### src/scanline_cfg_pkg.sv
// ################################################
// scanline configuration package
// register map, field widths and the frame layout
// programmed by firmware
// ################################################
`default_nettype none

package scanline_cfg_pkg;

    localparam int row_bits          = 15; // memory row address
    localparam int col8_bits         = 7;  // column in 8-bursts, one page is 128 bursts
    localparam int burst_addr_bits   = 22; // {row, col8}
    localparam int frame_width_bits  = 13; // frame or window x in bursts
    localparam int frame_height_bits = 16; // line number
    localparam int xfer_bits         = 6;  // transfer length, 0 means 64

    typedef enum logic [2:0] {
        op_mode         = 3'd0, // {write, enable, run}
        op_start_addr   = 3'd2, // frame start in {row, col8}, bank 0
        op_full_width   = 3'd3, // padded line width, 0 means 8192
        op_window_wh    = 3'd4, // low half width, high half height
        op_window_x0y0  = 3'd5, // window origin in the frame
        op_window_start = 3'd6  // start point inside the window
    } cmd_op_t;

    typedef struct packed {
        logic        stb;  // one cycle write strobe
        cmd_op_t     op;
        logic [31:0] data;
    } cmd_t;

    typedef struct packed {
        logic write;  // 1 writes to memory, 0 reads
        logic enable; // allow new requests
        logic run;    // low holds the channel in reset
    } mode_t;

    typedef struct packed {
        logic [burst_addr_bits-1:0]   start_addr;
        logic [frame_width_bits:0]    full_width;    // msb is the carry for a zero write
        logic [frame_width_bits:0]    window_width;
        logic [frame_height_bits:0]   window_height;
        logic [frame_width_bits-1:0]  window_x0;
        logic [frame_height_bits-1:0] window_y0;
        logic [frame_width_bits-1:0]  start_x;       // relative to the window
        logic [frame_height_bits-1:0] start_y;
        mode_t                        mode;
    } frame_cfg_t;

endpackage

`default_nettype wire

### src/scanline_xfer_pkg.sv
// ################################################
// scanline transfer package
// transfer descriptor, recalculation request and
// sequencer state encoding
// ################################################
`default_nettype none

package scanline_xfer_pkg;

    import scanline_cfg_pkg::*;

    typedef struct packed {
        logic [2:0]           bank;    // frame line mod 8
        logic [row_bits-1:0]  row;
        logic [col8_bits-1:0] col;     // start column in 8-bursts
        logic [xfer_bits-1:0] num128;  // bursts to move, 0 means 64
        logic                 partial; // first half of a page split
    } xfer_desc_t;

    typedef struct packed {
        logic stb;     // start a recalculation
        logic advance; // follows an issued transfer
        logic restart; // frame start or channel re-enable
    } recalc_req_t;

    typedef enum logic [1:0] {
        st_off,   // channel held in reset
        st_idle,  // waiting for a frame start
        st_busy,  // walking the window
        st_drain  // last block issued, waiting for completions
    } seq_state_t;

endpackage

`default_nettype wire

### src/scanline_addr_calc.sv
// ################################################
// scanline address calculator
// six stage pipeline from window position to bank,
// row, column and length of the next transfer,
// splitting transfers at 128-burst page edges
// ################################################
`timescale 1ns/10ps
`default_nettype none

module scanline_addr_calc
    import scanline_cfg_pkg::*, scanline_xfer_pkg::*;
(
    input  wire                          rst,
    input  wire                          mclk,
    input  frame_cfg_t                   cfg,
    input  recalc_req_t                  recalc,
    input  wire [frame_width_bits-1:0]   curr_x,
    input  wire [frame_height_bits-1:0]  curr_y,
    output xfer_desc_t                   desc,
    output logic                         calc_valid,
    output logic                         last_in_row,
    output logic                         last_row
);

    localparam logic [xfer_bits:0] xfer_max  = 1 << xfer_bits;  // 64 bursts
    localparam logic [col8_bits:0] page_size = 1 << col8_bits;  // 128 bursts

    logic [4:0]                   step;         // one-hot stage enables 2..6
    logic                         continued;    // next transfer finishes a split chunk
    logic [xfer_bits-1:0]         leftover;     // bursts left for the continuation

    logic [frame_width_bits-1:0]  frame_x;
    logic [frame_height_bits-1:0] frame_y;
    logic [frame_height_bits:0]   next_y;
    logic [frame_width_bits:0]    row_left;     // bursts left in the window row
    logic [2:0]                   bank;
    logic [26:0]                  prod_w;
    logic [burst_addr_bits-1:0]   line_offs;    // line group times full width
    logic [burst_addr_bits-1:0]   line_start;
    logic [burst_addr_bits-1:0]   row_col;
    logic [xfer_bits:0]           lim_by_xfer;  // min(row_left, 64)
    logic [col8_bits:0]           page_left_w;  // 1..128
    logic                         limited_w;
    logic [xfer_bits:0]           remainder_w;
    logic [xfer_bits:0]           page_len;
    logic                         page_lim;
    logic [xfer_bits:0]           remainder;
    logic [xfer_bits:0]           len_w;

    assign prod_w      = frame_y[frame_height_bits-1:3] * cfg.full_width;
    assign page_left_w = page_size - {1'b0, row_col[col8_bits-1:0]};
    assign limited_w   = page_left_w < {1'b0, lim_by_xfer};
    assign remainder_w = lim_by_xfer - page_left_w[xfer_bits:0];
    assign len_w       = continued ? {1'b0, leftover} : page_len;

    always_ff @(posedge rst or posedge mclk) begin
        if (mclk) begin
            step       <= '0;
            calc_valid <= 1'b0;
            continued  <= 1'b0;
        end else begin
            step <= {step[3:0] & {4{~recalc.stb}}, recalc.stb}; // new strobe flushes
            if (recalc.stb)   calc_valid <= 1'b0;
            else if (step[4]) calc_valid <= 1'b1;               // 6 cycles after strobe
            if (recalc.stb) begin
                if (recalc.restart)      continued <= 1'b0;
                else if (recalc.advance) continued <= desc.partial; // issued half of a split
            end
        end
    end

    always_ff @(posedge rst) begin
        if (recalc.stb) begin // stage 1, frame position
            frame_x  <= curr_x + cfg.window_x0;
            frame_y  <= curr_y + cfg.window_y0;
            next_y   <= curr_y + 1'b1;
            row_left <= cfg.window_width - curr_x;
        end
        if (step[0]) begin // stage 2, line group times padded width
            line_offs <= prod_w[burst_addr_bits-1:0];
            bank      <= frame_y[2:0];
        end
        if (step[1]) line_start <= cfg.start_addr + line_offs; // stage 3
        if (step[2]) begin // stage 4
            row_col     <= line_start + {{(burst_addr_bits-frame_width_bits){1'b0}}, frame_x};
            lim_by_xfer <= (|row_left[frame_width_bits:xfer_bits]) ?
                           xfer_max : row_left[xfer_bits:0];
        end
        if (step[3]) begin // stage 5, page limit
            page_len  <= limited_w ? page_left_w[xfer_bits:0] : lim_by_xfer;
            page_lim  <= limited_w;
            remainder <= remainder_w;
        end
        if (step[4]) begin // stage 6, continuation or fresh chunk
            desc.bank    <= bank;
            desc.row     <= row_col[burst_addr_bits-1:col8_bits];
            desc.col     <= row_col[col8_bits-1:0];
            desc.num128  <= len_w[xfer_bits-1:0]; // 64 wraps to 0
            desc.partial <= page_lim && !continued;
            if (!continued) leftover <= remainder[xfer_bits-1:0];
            last_in_row  <= row_left == {{(frame_width_bits-xfer_bits){1'b0}}, len_w};
            last_row     <= next_y == cfg.window_height;
        end
    end

endmodule

`default_nettype wire

### src/scanline_regs.sv
// ################################################
// scanline register file
// decodes parallel command writes into the frame
// configuration and flags each accepted write
// ################################################
`timescale 1ns/10ps
`default_nettype none

module scanline_regs
    import scanline_cfg_pkg::*;
(
    input  wire        rst,
    input  wire        mclk,
    input  cmd_t       cmd,
    output frame_cfg_t cfg,
    output logic       cfg_wr
);

    logic lo_zero; // low field all zero, sets the carry bit
    logic hi_zero;

    assign lo_zero = ~|cmd.data[frame_width_bits-1:0];
    assign hi_zero = ~|cmd.data[31:16];

    always_ff @(posedge rst or posedge mclk) begin
        if (mclk) begin
            cfg    <= '0; // mode 0 keeps the channel in reset
            cfg_wr <= 1'b0;
        end else begin
            cfg_wr <= 1'b0;
            if (cmd.stb) begin
                cfg_wr <= 1'b1;
                case (cmd.op)
                    op_mode:       cfg.mode <= mode_t'(cmd.data[2:0]);
                    op_start_addr: cfg.start_addr <= cmd.data[burst_addr_bits-1:0];
                    op_full_width: begin
                        cfg.full_width <= {lo_zero, cmd.data[frame_width_bits-1:0]};
                    end
                    op_window_wh: begin
                        cfg.window_width  <= {lo_zero, cmd.data[frame_width_bits-1:0]};
                        cfg.window_height <= {hi_zero, cmd.data[31:16]}; // 0 -> 65536
                    end
                    op_window_x0y0: begin
                        cfg.window_x0 <= cmd.data[frame_width_bits-1:0];
                        cfg.window_y0 <= cmd.data[31:16];
                    end
                    op_window_start: begin
                        cfg.start_x <= cmd.data[frame_width_bits-1:0];
                        cfg.start_y <= cmd.data[31:16];
                    end
                    default: cfg_wr <= 1'b0; // unmapped address, ignored
                endcase
            end
        end
    end

endmodule

`default_nettype wire

### src/scanline_rw.sv
// ################################################
// scanline read/write planner top level
// register file, address pipeline and transfer
// sequencer of one memory channel
// ################################################
`timescale 1ns/10ps
`default_nettype none

module scanline_rw
    import scanline_cfg_pkg::*, scanline_xfer_pkg::*;
(
    input  wire        rst,
    input  wire        mclk,
    input  cmd_t       cmd,
    input  wire        frame_start,
    input  wire        xfer_grant,
    input  wire        xfer_done,
    output logic       xfer_want,
    output logic       xfer_start_rd,
    output logic       xfer_start_wr,
    output xfer_desc_t xfer,
    output logic       frame_done,
    output logic       frame_finished
);

    frame_cfg_t                   cfg;
    logic                         cfg_wr;      // one cycle, cfg already updated
    recalc_req_t                  recalc;
    logic [frame_width_bits-1:0]  curr_x;      // transfer start in the window
    logic [frame_height_bits-1:0] curr_y;
    logic                         calc_valid;
    logic                         last_in_row;
    logic                         last_row;

    scanline_regs scanline_regs_inst (
        .rst    (rst),
        .mclk   (mclk),
        .cmd    (cmd),
        .cfg    (cfg),
        .cfg_wr (cfg_wr)
    );

    scanline_addr_calc scanline_addr_calc_inst (
        .rst         (rst),
        .mclk        (mclk),
        .cfg         (cfg),
        .recalc      (recalc),
        .curr_x      (curr_x),
        .curr_y      (curr_y),
        .desc        (xfer),       // held stable from want until start
        .calc_valid  (calc_valid),
        .last_in_row (last_in_row),
        .last_row    (last_row)
    );

    scanline_sequencer scanline_sequencer_inst (
        .rst            (rst),
        .mclk           (mclk),
        .cfg            (cfg),
        .cfg_wr         (cfg_wr),
        .frame_start    (frame_start),
        .xfer_grant     (xfer_grant),
        .xfer_done      (xfer_done),
        .desc_num128    (xfer.num128),
        .calc_valid     (calc_valid),
        .last_in_row    (last_in_row),
        .last_row       (last_row),
        .recalc         (recalc),
        .curr_x         (curr_x),
        .curr_y         (curr_y),
        .xfer_want      (xfer_want),
        .xfer_start_rd  (xfer_start_rd),
        .xfer_start_wr  (xfer_start_wr),
        .frame_done     (frame_done),
        .frame_finished (frame_finished)
    );

endmodule

`default_nettype wire

### src/scanline_sequencer.sv
// ################################################
// scanline transfer sequencer
// walks the window, runs the want/grant/start
// exchange, counts transfers in flight and marks
// the end of the frame
// ################################################
`timescale 1ns/10ps
`default_nettype none

module scanline_sequencer
    import scanline_cfg_pkg::*, scanline_xfer_pkg::*;
(
    input  wire                          rst,
    input  wire                          mclk,
    input  frame_cfg_t                   cfg,
    input  wire                          cfg_wr,
    input  wire                          frame_start,
    input  wire                          xfer_grant,
    input  wire                          xfer_done,
    input  wire [xfer_bits-1:0]          desc_num128,
    input  wire                          calc_valid,
    input  wire                          last_in_row,
    input  wire                          last_row,
    output recalc_req_t                  recalc,
    output logic [frame_width_bits-1:0]  curr_x,
    output logic [frame_height_bits-1:0] curr_y,
    output logic                         xfer_want,
    output logic                         xfer_start_rd,
    output logic                         xfer_start_wr,
    output logic                         frame_done,
    output logic                         frame_finished
);

    seq_state_t         state;
    logic [1:0]         pending;     // started but not yet done
    logic               xfer_done_d;
    logic               chn_rst;
    logic               chn_en;
    logic               reenable;    // leaving channel reset
    logic               started;
    logic               busy;
    logic               pre_want;
    logic               done_cond;
    logic [xfer_bits:0] xfer_len;

    assign chn_rst   = ~cfg.mode.run;
    assign chn_en    = cfg.mode.run & cfg.mode.enable;
    assign reenable  = (state == st_off) && cfg.mode.run;
    assign started   = xfer_start_rd | xfer_start_wr;
    assign busy      = (state == st_busy) || (state == st_drain);
    assign xfer_len  = {desc_num128 == '0, desc_num128}; // 0 means 64
    assign done_cond = (state == st_drain) && xfer_done_d && (pending == 2'd0);
    // no want while a recalculation is about to start or just started
    assign pre_want  = chn_en && (state == st_busy) && !xfer_want && calc_valid &&
                       (pending != 2'd3) && !started && !frame_start && !cfg_wr &&
                       !recalc.stb;

    always_ff @(posedge rst or posedge mclk) begin
        if (mclk) begin
            state          <= st_off;
            pending        <= '0;
            xfer_done_d    <= 1'b0;
            recalc         <= '0;
            curr_x         <= '0;
            curr_y         <= '0;
            xfer_want      <= 1'b0;
            xfer_start_rd  <= 1'b0;
            xfer_start_wr  <= 1'b0;
            frame_done     <= 1'b0;
            frame_finished <= 1'b0;
        end else begin
            if (chn_rst) state <= st_off;
            else begin
                case (state)
                    st_off:   state <= st_idle;
                    st_idle:  if (frame_start) state <= st_busy;
                    st_busy: begin
                        if (!frame_start && started && last_in_row && last_row)
                            state <= st_drain; // last block of the window issued
                    end
                    st_drain: begin
                        if (frame_start)    state <= st_busy;
                        else if (done_cond) state <= st_idle;
                    end
                    default:  state <= st_off;
                endcase
            end

            recalc.stb     <= ((started | frame_start) & ~chn_rst) | cfg_wr | reenable;
            recalc.advance <= started;
            recalc.restart <= frame_start | reenable;

            if (chn_rst || frame_start) begin
                curr_x <= cfg.start_x;
                curr_y <= cfg.start_y;
            end else if (started) begin
                curr_x <= last_in_row ? '0 : curr_x + xfer_len;
                if (last_in_row) curr_y <= curr_y + 1'b1;
            end

            if (chn_rst || xfer_grant) xfer_want <= 1'b0;
            else if (pre_want)         xfer_want <= 1'b1;
            xfer_start_rd <= xfer_grant && !chn_rst && !cfg.mode.write;
            xfer_start_wr <= xfer_grant && !chn_rst && cfg.mode.write;

            xfer_done_d <= xfer_done;
            if (chn_rst || !busy)         pending <= '0;
            else if (started && !xfer_done) pending <= pending + 1'b1;
            else if (!started && xfer_done) pending <= pending - 1'b1;

            frame_done <= done_cond;
            if (chn_rst || frame_start) frame_finished <= 1'b0;
            else if (done_cond)         frame_finished <= 1'b1; // rises with frame_done
        end
    end

endmodule

`default_nettype wire

### config.mk
export PLATFORM = sky130hd
export DESIGN_NAME = scanline_rw
export DESIGN_NICKNAME = d
export VERILOG_FILES = /design/src/scanline_cfg_pkg.sv /design/src/scanline_xfer_pkg.sv /design/src/scanline_addr_calc.sv /design/src/scanline_regs.sv /design/src/scanline_rw.sv /design/src/scanline_sequencer.sv
export SDC_FILE = /design/constraint.sdc
export NUM_CORES = 1
export LEC_CHECK = 0
export BUFFER_PORTS_ARGS = -buffer_cell sky130_fd_sc_hd__buf_2
export CORE_ASPECT_RATIO = 0.9
export CORE_MARGIN = 8
export CORE_UTILIZATION = 45
export DETAILED_ROUTE_END_ITERATION = 7
export PLACE_DENSITY = 0.67
export SYNTH_ARGS = -nofsm -noshare
export SYNTH_HDL_FRONTEND = slang
export SYNTH_SLANG_ARGS = --single-unit
### constraint.sdc
create_clock -name rst -period 6.65 [get_ports rst]
set_clock_uncertainty 0.1 [all_clocks]
set_input_delay 0.665 -clock rst [delete_from_list [all_inputs] [get_ports rst]]
set_output_delay 0.665 -clock rst [all_outputs]
set_load 0.05 [all_outputs]
==> out/qor.txt, run 1 <==
post-synthesis simple-gate area fraction: 0.127
max-cap check violation count: 0
FF+latch count, synth: 368
hold_buf cts: 0
Synth area leaders: edfxtp_1 (25%), dfrtp_1 (19%), fa_1 (11%)
first-pass GRT wire length: 84.7 mm
Synth cell types: 64
mapped cell area: 23,200 um^2
DR WL/cell: 17.9 um
setup TNS: 0 ns
post-route setup slack: 0.870 ns
DP Worst Slack: 0.955 ns
Initial Util: 0.451
antenna violations before repair: 2
die outline width: 255 um
CTS Root Cell: clkbuf_16
CP Max Fanout: 14
gpl congestion: 0.879
fill count: 4,552
vias in the first global route: 15,600
clk_lat worst skew: 0.56 ns
EDFF count, synth: 190
design area: 25,500 um^2
critical setup path kind: flop to flop
# setup viols final: 0
critical path's most frequent cell: fa_1
warnings from Yosys: 0
cts bufs inserted: 40
Avg Cell Area, Syn: 11.0 um^2
Buffers & Inverters on Critical Path: 4
fraction of layout cells with a size suffix above 1: 0.121
Hold Vio Cnt, Final: 0
post-route clock period utilization: 0.869
reg2reg setup slack: 0.87 ns
Clock Pin Slew Worst Setup and Hold Paths: 0.06 ns
antenna-violating nets left: 0
clock sinks: 368
async set-reset flop share out of synthesis: 0.484
DRT Pass-1 Iters: 8
Total Routing Usage GR: 0.180
DPL Wire Length: 38.6 mm
chip height: 231 um
CP Launch Type: flop
element type at the critical path end: flop
Fmax: 173 MHz
Compound-Gate Fraction of Synth Area: 0.0746
CTS tree: built
Crit path arrival time: 5.98 ns
status: finished clean
initial DRC count: 868
unrepaired setup endpoints after global routing: no
CTS Buffer Depth: 3
Final Routed Wirelength: 51.9 mm
crit path from: scanline_addr_calc_inst.frame_y[6]
largest net degree at the start of global routing: 69
slowest stage cell, crit path: edfxtp_1
max-slew violations: 0
max_slew headroom: 0.121
Post-CTS Setup Repair Bufs: 0
crit path to: scanline_addr_calc_inst.line_offs[21]
Synth Area in Adders: 0.193
cells on worst reg2reg path: 19
Worst path max stage delay: 0.56 ns
cell count along the critical path: 19
Fin Hold WS: 0.110 ns
fraction of synthesized area in multiplexers: 0.0540
H-tree depth: 2
Worst Hold Class: input pin to asynchronous set/reset pin
Layout Nets: 2,501
worst endpoint required time: 6.85 ns
FF+latch area: 10,200 um^2
Synth top area share: 0.246
largest family of logic cells by synthesized area: adder cells
Post-route DRC: 0
routed via count: 15,200
Post-Synth XOR/XNOR Area: 0.0605
R2R Path End: scanline_addr_calc_inst.line_offs[21]
total gr overflow: 0
reg2reg start: scanline_addr_calc_inst.frame_y[6]
syn nets: 2,433
cells along the critical path: and2_1, fa_1, inv_1, fa_1, inv_1, fa_1, fa_1, inv_1, fa_1, inv_1, ha_1, o21a_1, o21a_1, nand3_1, o211ai_1, nand2_1, o311ai_0, a21oi_1, xnor2_1
Die ar.: 59,000 um^2
Least-Margin Pin Slew: 1.31 ns
Core Region: 51,300 um^2
area leader, netlist: edfxtp_1
Area Growth Syn to Fin: 10.3%
Min Clock Period, post-route: 5.78 ns
Main synth FF type: edfxtp_1
Cell Area, Placed: 24,300 um^2
CP top delay family: adder cells
area of the multi-input gates: 11,800 um^2
cells after synthesis: 2,114
I/O pins: 78
vias per cell: 5.23
FP Rows: 79
post-CTS resize count: 0
I/O Buffers: 77
sequential element share of the synthesized area: 0.439
## per-stage QoR
step                       util  cells
after floorplan               -   2114
after global placement    0.473   2828
after detailed placement  0.473   2828
after CTS                 0.498   2902
after global routing      0.498   2902
final                     0.498   2903
## layout by cell type (no fill, tap or decap), types with 12 or more instances in the layout
| cell type | netlist | final |
|---|---|---|
| edfxtp_1 | 190 | 190 |
| nor3_1 | 37 | 36 |
| nand4_1 | 12 | 12 |
| or3_1 | 13 | 13 |
| nor2b_1 | 23 | 23 |
| and3_1 | 16 | 16 |
| fa_1 | 131 | 131 |
| nand2_1 | 260 | 260 |
| o21ai_0 | 66 | 66 |
| nand3_1 | 33 | 33 |
| nor4_1 | 15 | 15 |
| ha_1 | 147 | 147 |
| dfrtp_1 | 178 | 176 |
| a21oi_1 | 64 | 64 |
| clkbuf_16 | 0 | 42 |
| nor2_1 | 76 | 76 |
| a21o_1 | 19 | 19 |
| buf_2 | 0 | 77 |
| mux2_2 | 103 | 103 |
| xor2_1 | 52 | 52 |
| o21a_1 | 22 | 22 |
| xnor2_1 | 108 | 108 |
| and2_1 | 98 | 98 |
| inv_1 | 261 | 260 |
## worst min-delay path by stage
stage / endpoint / slack, ns / cells past startpoint
4_1_cts: scanline_sequencer_inst.xfer_done_d / 0.1 / 1
6_report: scanline_regs_inst.cfg[10] / 0.11 / 2
5_1_grt: scanline_sequencer_inst.xfer_done_d / 0.12 / 1
3_3_place_gp: scanline_addr_calc_inst.leftover[1] / 0.30 / 0
3_5_place_dp: scanline_addr_calc_inst.leftover[4] / 0.31 / 0
2_1_floorplan: scanline_addr_calc_inst.bank[0] / 0.30 / 0
## metal layers
layer | GRT usage | vias up | share of wire
met2 | 0.314 | 319 | 0.49
li1 | - | 7270 | -
met5 | 0 | - | 0
met3 | 0.0267 | 82 | 0.040
met1 | 0.229 | 7523 | 0.44
met4 | 0.0579 | 0 | 0.027
## cell type report
| cell class | instances | share of cell area |
|---|---|---|
| Inverter | 261 | 0.0385 |
| Tap cell | 688 | 0.0337 |
| Clock buffer | 56 | 0.0444 |
| Sequential cell | 368 | 0.398 |
| Antenna cell | 1 | 0.0000979 |
| Multi-Input combinational cell | 1426 | 0.462 |
| Timing Repair Buffer | 85 | 0.0174 |
| Clock inverter | 18 | 0.00622 |
## sequential cells by signal (all words and copies together), names as in the netlist, 5 cells and up
name	count
scanline_addr_calc_inst.page_len	7
scanline_addr_calc_inst.leftover	6
scanline_sequencer_inst.curr_y	16
scanline_addr_calc_inst.frame_x	13
scanline_addr_calc_inst.row_col	22
scanline_addr_calc_inst.remainder	6
scanline_sequencer_inst.curr_x	13
scanline_addr_calc_inst.line_offs	22
scanline_addr_calc_inst.lim_by_xfer	7
scanline_regs_inst.cfg	128
scanline_addr_calc_inst.desc	32
scanline_addr_calc_inst.frame_y	16
scanline_addr_calc_inst.row_left	14
scanline_addr_calc_inst.line_start	22
scanline_addr_calc_inst.next_y	17
scanline_addr_calc_inst.step	5
## cells by family after synthesis
logic type	count (synthesis)
xor gates and xnor gates	160
muxes	112
and+or+nand+nor	614
AOI/OAI and AO/OA	262
DFF	368
buffers and inverters	320
adders and majority gates	278
## cell usage after synthesis (6+ instances only)
library cell and count:
nand2b_1 11, a22oi_1 6, xnor2_1 108, nand4_1 12, nor4_1 15, edfxtp_1 190, o21bai_1 8, o311ai_0 8
dfrtp_1 178, a21o_1 19, and2_1 98, o211ai_1 6, inv_1 261, ha_1 147, o21ai_0 66, or3_1 13
a211oi_1 11, fa_1 131, a21oi_1 64, nor3_1 37, mux2i_1 9, a31oi_1 6, nand3_1 33, nor2b_1 23
clkbuf_1 56, and3_1 16, nor2_1 76, xor2_1 52, mux2_2 103, nand2_1 260, o21a_1 22
Power of run 1 is not shown: default switching activity piles up to over one toggle a cycle in this logic, so the estimate is an artifact.
==> run 2, diff against run 1 <==
--- a/config.mk
+++ b/config.mk
@@ -10,7 +10,7 @@
 export CORE_MARGIN = 8
 export CORE_UTILIZATION = 45
 export DETAILED_ROUTE_END_ITERATION = 7
-export PLACE_DENSITY = 0.67
+export PLACE_DENSITY_LB_ADDON = 0.05
 export SYNTH_ARGS = -nofsm -noshare
 export SYNTH_HDL_FRONTEND = slang
 export SYNTH_SLANG_ARGS = --single-unit
==> run 2 against run 1 <==
Via count down 1.3%; wire length up 5.4%; worst setup slack better by 0.12 ns; sequential share of layout area down 0.18 points; highest routed layer unchanged; non-clock buffer count up 1; flip-flop and latch count unchanged; final cell count up 0.14%; global-route usage up 0.94 points.
==> out/qor.txt, run 2 (same netlist as run 1, synthesis figures left out) <==
status: finished clean
max-cap check violation count: 0
Area Growth Syn to Fin: 10.8%
routed via count: 15,000
Die ar.: 59,000 um^2
Biggest register: scanline_regs_inst.cfg
Hold Vio Cnt, Final: 0
antenna violations before repair: 2
element type at the critical path end: flop
crit path to: scanline_addr_calc_inst.line_offs[21]
CTS Buffer Depth: 3
max_slew headroom: 0.236
vias per cell: 5.16
largest net degree at the start of global routing: 116
cell count of the worst hold path: 1
clk_lat worst skew: 0.57 ns
Post-route DRC: 0
hold path start: xfer_done
I/O pins: 78
CTS Root Cell: clkbuf_16
CP Max Fanout: 14
hold_buf cts: 0
Worst Hold Class: input pin to flop
crit path from: scanline_addr_calc_inst.frame_y[6]
die outline width: 255 um
Core Region: 51,300 um^2
worst endpoint required time: 6.85 ns
most frequent cells in the layout: inv_1 (260), nand2_1 (260), edfxtp_1 (190)
reg2reg start: scanline_addr_calc_inst.frame_y[6]
Initial Util: 0.451
critical setup path kind: flop to flop
FP Rows: 79
vias in the first global route: 15,600
Least-Margin Pin Slew: 1.15 ns
area of the multi-input gates: 11,800 um^2
setup TNS: 0 ns
max-slew violations: 0
Clock Pin Slew Worst Setup and Hold Paths: 0.06 ns
unrepaired setup endpoints after global routing: no
reg2reg setup slack: 0.99 ns
biggest regs: scanline_regs_inst.cfg: 128 flops, scanline_addr_calc_inst.desc: 32 flops
CTS tree: built
DPL Wire Length: 40.2 mm
post-CTS resize count: 0
cells on worst reg2reg path: 19
Post-CTS Setup Repair Bufs: 0
Final Routed Wirelength: 54.7 mm
fraction of layout cells with a size suffix above 1: 0.122
Fmax: 177 MHz
DR WL/cell: 18.8 um
gpl congestion: 0.822
DRT Pass-1 Iters: 5
post-route clock period utilization: 0.851
clock sinks: 368
first-pass GRT wire length: 87.3 mm
initial DRC count: 957
I/O Buffers: 77
total gr overflow: 0
diode count: 0
antenna-violating nets left: 0
chip height: 231 um
cts bufs inserted: 42
CP Launch Type: flop
Min Clock Period, post-route: 5.66 ns
FF+latch area: 10,200 um^2
fill count: 4,636
Fin Hold WS: 0.137 ns
max FFs per register: 128
R2R Path End: scanline_addr_calc_inst.line_offs[21]
final core occ: 0.500
# setup viols final: 0
Layout Nets: 2,504
H-tree depth: 2
Total Routing Usage GR: 0.189
Crit path arrival time: 5.86 ns
## run 2: per-stage QoR
step	cell area, um^2	std cells	setup WS, ns
final	25700	2907	0.993
after global routing	25700	2907	0.677
after CTS	25700	2907	1.00
after detailed placement	24300	2829	1.03
after global placement	24300	2829	1.08
after floorplan	23200	2114	1.05
## run 2: area by class of cell
type                       count  share of cell area
sequential                   368               0.396
inverter                     261              0.0385
clock buffer                  56              0.0446
multi-input combinational   1426               0.460
clock inverter                22             0.00995
tap                          688              0.0335
timing repair buffer          86              0.0176
## run 2: critical path: stages (launching register included)
cell,delay (ns)
edfxtp_1,0.56
and2_1,0.26
fa_1,0.53
inv_1,0.05
fa_1,0.54
inv_1,0.06
fa_1,0.47
fa_1,0.49
inv_1,0.06
fa_1,0.52
inv_1,0.04
ha_1,0.35
o21a_1,0.15
o21a_1,0.14
nand3_1,0.10
o211ai_1,0.25
nand2_1,0.13
o311ai_0,0.34
a21oi_1,0.13
xnor2_1,0.13
## run 2: how the worst min path moves through the flow
stage / to / slack [ns]
after floorplan: scanline_addr_calc_inst.bank[0] / 0.30
after global placement: scanline_addr_calc_inst.leftover[2] / 0.30
after detailed placement: scanline_addr_calc_inst.bank[2] / 0.30
after CTS: scanline_sequencer_inst.xfer_done_d / 0.10
after global routing: scanline_sequencer_inst.xfer_done_d / 0.11
final: scanline_sequencer_inst.xfer_done_d / 0.14
## run 2: layer usage
layer,track usage,share of wire,vias up
li1,-,-,7266
met1,0.250,0.45,7369
met2,0.322,0.48,291
met3,0.0309,0.043,63
met4,0.0503,0.022,0
met5,0,0,-
Power of run 2 is left out for the same reason.
==> run 3, diff against run 2 <==
--- a/config.mk
+++ b/config.mk
@@ -6,6 +6,8 @@
 export NUM_CORES = 1
 export LEC_CHECK = 0
 export BUFFER_PORTS_ARGS = -buffer_cell sky130_fd_sc_hd__buf_2
+export CELL_PAD_IN_SITES_DETAIL_PLACEMENT = 1
+export CELL_PAD_IN_SITES_GLOBAL_PLACEMENT = 1
 export CORE_ASPECT_RATIO = 0.9
 export CORE_MARGIN = 8
 export CORE_UTILIZATION = 45
==> run 3 against run 2 <==
Via count is 2.4% higher; fmax is 3.3% lower; register-to-register slack worse by 0.19 ns; wire length is 7.5% higher; sequential share of layout area hardly changed; final cell count is 0.10% higher; count of clock-buffer cells in the layout is 10 higher; global-route usage is 1.6 points higher; first-iteration DRC count is 37% lower; largest cell class unchanged.
==> out/qor.txt, run 3 (same netlist as run 1, synthesis figures left out) <==
Worst path max stage delay: 0.57 ns
Fin Hold WS: 0.113 ns
max_slew headroom: 0.260
die outline width: 255 um
I/O Buffers: 77
critical setup path kind: flop to flop
reg2reg setup slack: 0.80 ns
Min Clock Period, post-route: 5.85 ns
Layout Nets: 2,506
setup TNS: 0 ns
Area Growth Syn to Fin: 10.9%
max-slew violations: 0
CP Max Fanout: 14
Final Routed Wirelength: 58.7 mm
max FFs per register: 128
Total Routing Usage GR: 0.205
most frequent cells in the layout: inv_1 (260), nand2_1 (260), edfxtp_1 (190)
reg2reg start: scanline_addr_calc_inst.frame_y[6]
Clock Pin Slew Worst Setup and Hold Paths: 0.06 ns
Post-CTS Setup Repair Bufs: 0
Hold Vio Cnt, Final: 0
CTS Root Cell: clkbuf_16
critical path's most frequent cell: fa_1
cells along the critical path: and2_1, fa_1, inv_1, fa_1, inv_1, fa_1, fa_1, inv_1, fa_1, inv_1, ha_1, o21a_1, o21a_1, nand3_1, o211ai_1, nand2_1, o311ai_0, a21oi_1, xnor2_1
chip height: 231 um
DR WL/cell: 20.2 um
status: finished clean
vias in the first global route: 16,900
unrepaired setup endpoints after global routing: no
hold_buf cts: 0
initial DRC count: 600
Die ar.: 59,000 um^2
I/O pins: 78
FP Rows: 79
Core Region: 51,300 um^2
post-CTS resize count: 0
R2R Path End: scanline_addr_calc_inst.line_offs[21]
CTS tree: built
gr busiest metal: met2
worst endpoint required time: 6.84 ns
Least-Margin Pin Slew: 1.11 ns
first-pass GRT wire length: 94.7 mm
routed via count: 15,300
cts bufs inserted: 43
Initial Util: 0.451
Hold EP: scanline_sequencer_inst.xfer_done_d
met1 usage: 0.265
clock sinks: 368
Buffers & Inverters on Critical Path: 4
clk_lat worst skew: 0.58 ns
CP Launch Type: flop
CP top delay family: adder cells
antenna violations before repair: 2
vias per cell: 5.27
largest net degree at the start of global routing: 114
max-cap check violation count: 0
met2 usage: 0.349
element type at the critical path end: flop
met3 usage: 0.0320
Fmax: 171 MHz
fraction of layout cells with a size suffix above 1: 0.121
post-route clock period utilization: 0.879
# setup viols final: 0
DRT Pass-1 Iters: 4
CTS Buffer Depth: 3
cells on worst reg2reg path: 19
H-tree depth: 2
Biggest register: scanline_regs_inst.cfg
diode count: 0
Worst Hold Class: input pin to flop
total gr overflow: 0
slowest stage cell, crit path: edfxtp_1
gpl congestion: 0.802
Post-route DRC: 0
cell count of the worst hold path: 1
hold path start: xfer_done
Crit path arrival time: 6.04 ns
antenna-violating nets left: 0
DPL Wire Length: 43.7 mm
biggest regs: scanline_regs_inst.cfg: 128 flops, scanline_addr_calc_inst.desc: 32 flops
cell count along the critical path: 19
## run 3: how the worst max path moves through the flow
| stage | from | endpoint |
|---|---|---|
| 2_1_floorplan | mclk | scanline_addr_calc_inst.calc_valid |
| 3_3_place_gp | scanline_addr_calc_inst.frame_y[6] | scanline_addr_calc_inst.line_offs[21] |
| 3_5_place_dp | scanline_addr_calc_inst.frame_y[6] | scanline_addr_calc_inst.line_offs[21] |
| 4_1_cts | scanline_addr_calc_inst.frame_y[6] | scanline_addr_calc_inst.line_offs[21] |
| 5_1_grt | scanline_addr_calc_inst.frame_y[6] | scanline_addr_calc_inst.line_offs[21] |
| 6_report | scanline_addr_calc_inst.frame_y[6] | scanline_addr_calc_inst.line_offs[21] |
## run 3: area by class of cell
cell class / count / area, um^2
inverter: 261 / 987
sequential: 368 / 10200
timing repair buffer: 87 / 460
clock buffer: 66 / 1250
clock inverter: 14 / 140
tap: 688 / 861
fill: 5510 / 25600
multi-input combinational: 1426 / 11800
## run 3: worst register-to-register path, stage by stage, from the launching register on
cell,delay (ns)
edfxtp_1,0.57
and2_1,0.26
fa_1,0.53
inv_1,0.06
fa_1,0.53
inv_1,0.05
fa_1,0.48
fa_1,0.49
inv_1,0.05
fa_1,0.52
inv_1,0.05
ha_1,0.34
o21a_1,0.15
o21a_1,0.13
nand3_1,0.11
o211ai_1,0.23
nand2_1,0.13
o311ai_0,0.48
a21oi_1,0.16
xnor2_1,0.16
## run 3: per-stage QoR
step | std cells | worst slack (ns) | area [um^2] | utilization
6_report | 2910 | 0.802 | 25700 | 0.500
5_1_grt | 2910 | 0.518 | 25700 | 0.500
3_3_place_gp | 2830 | 1.08 | 24300 | 0.473
2_1_floorplan | 2114 | 1.05 | 23200 | -
4_1_cts | 2910 | 0.761 | 25700 | 0.500
3_5_place_dp | 2830 | 0.790 | 24300 | 0.473
## run 3: layer usage
metal  vias up  share of wire
met5         -              0
met4         0          0.034
met3       108          0.039
met2       246           0.48
met1      7728           0.44
li1       7262              -
Power of run 3 is left out for the same reason.
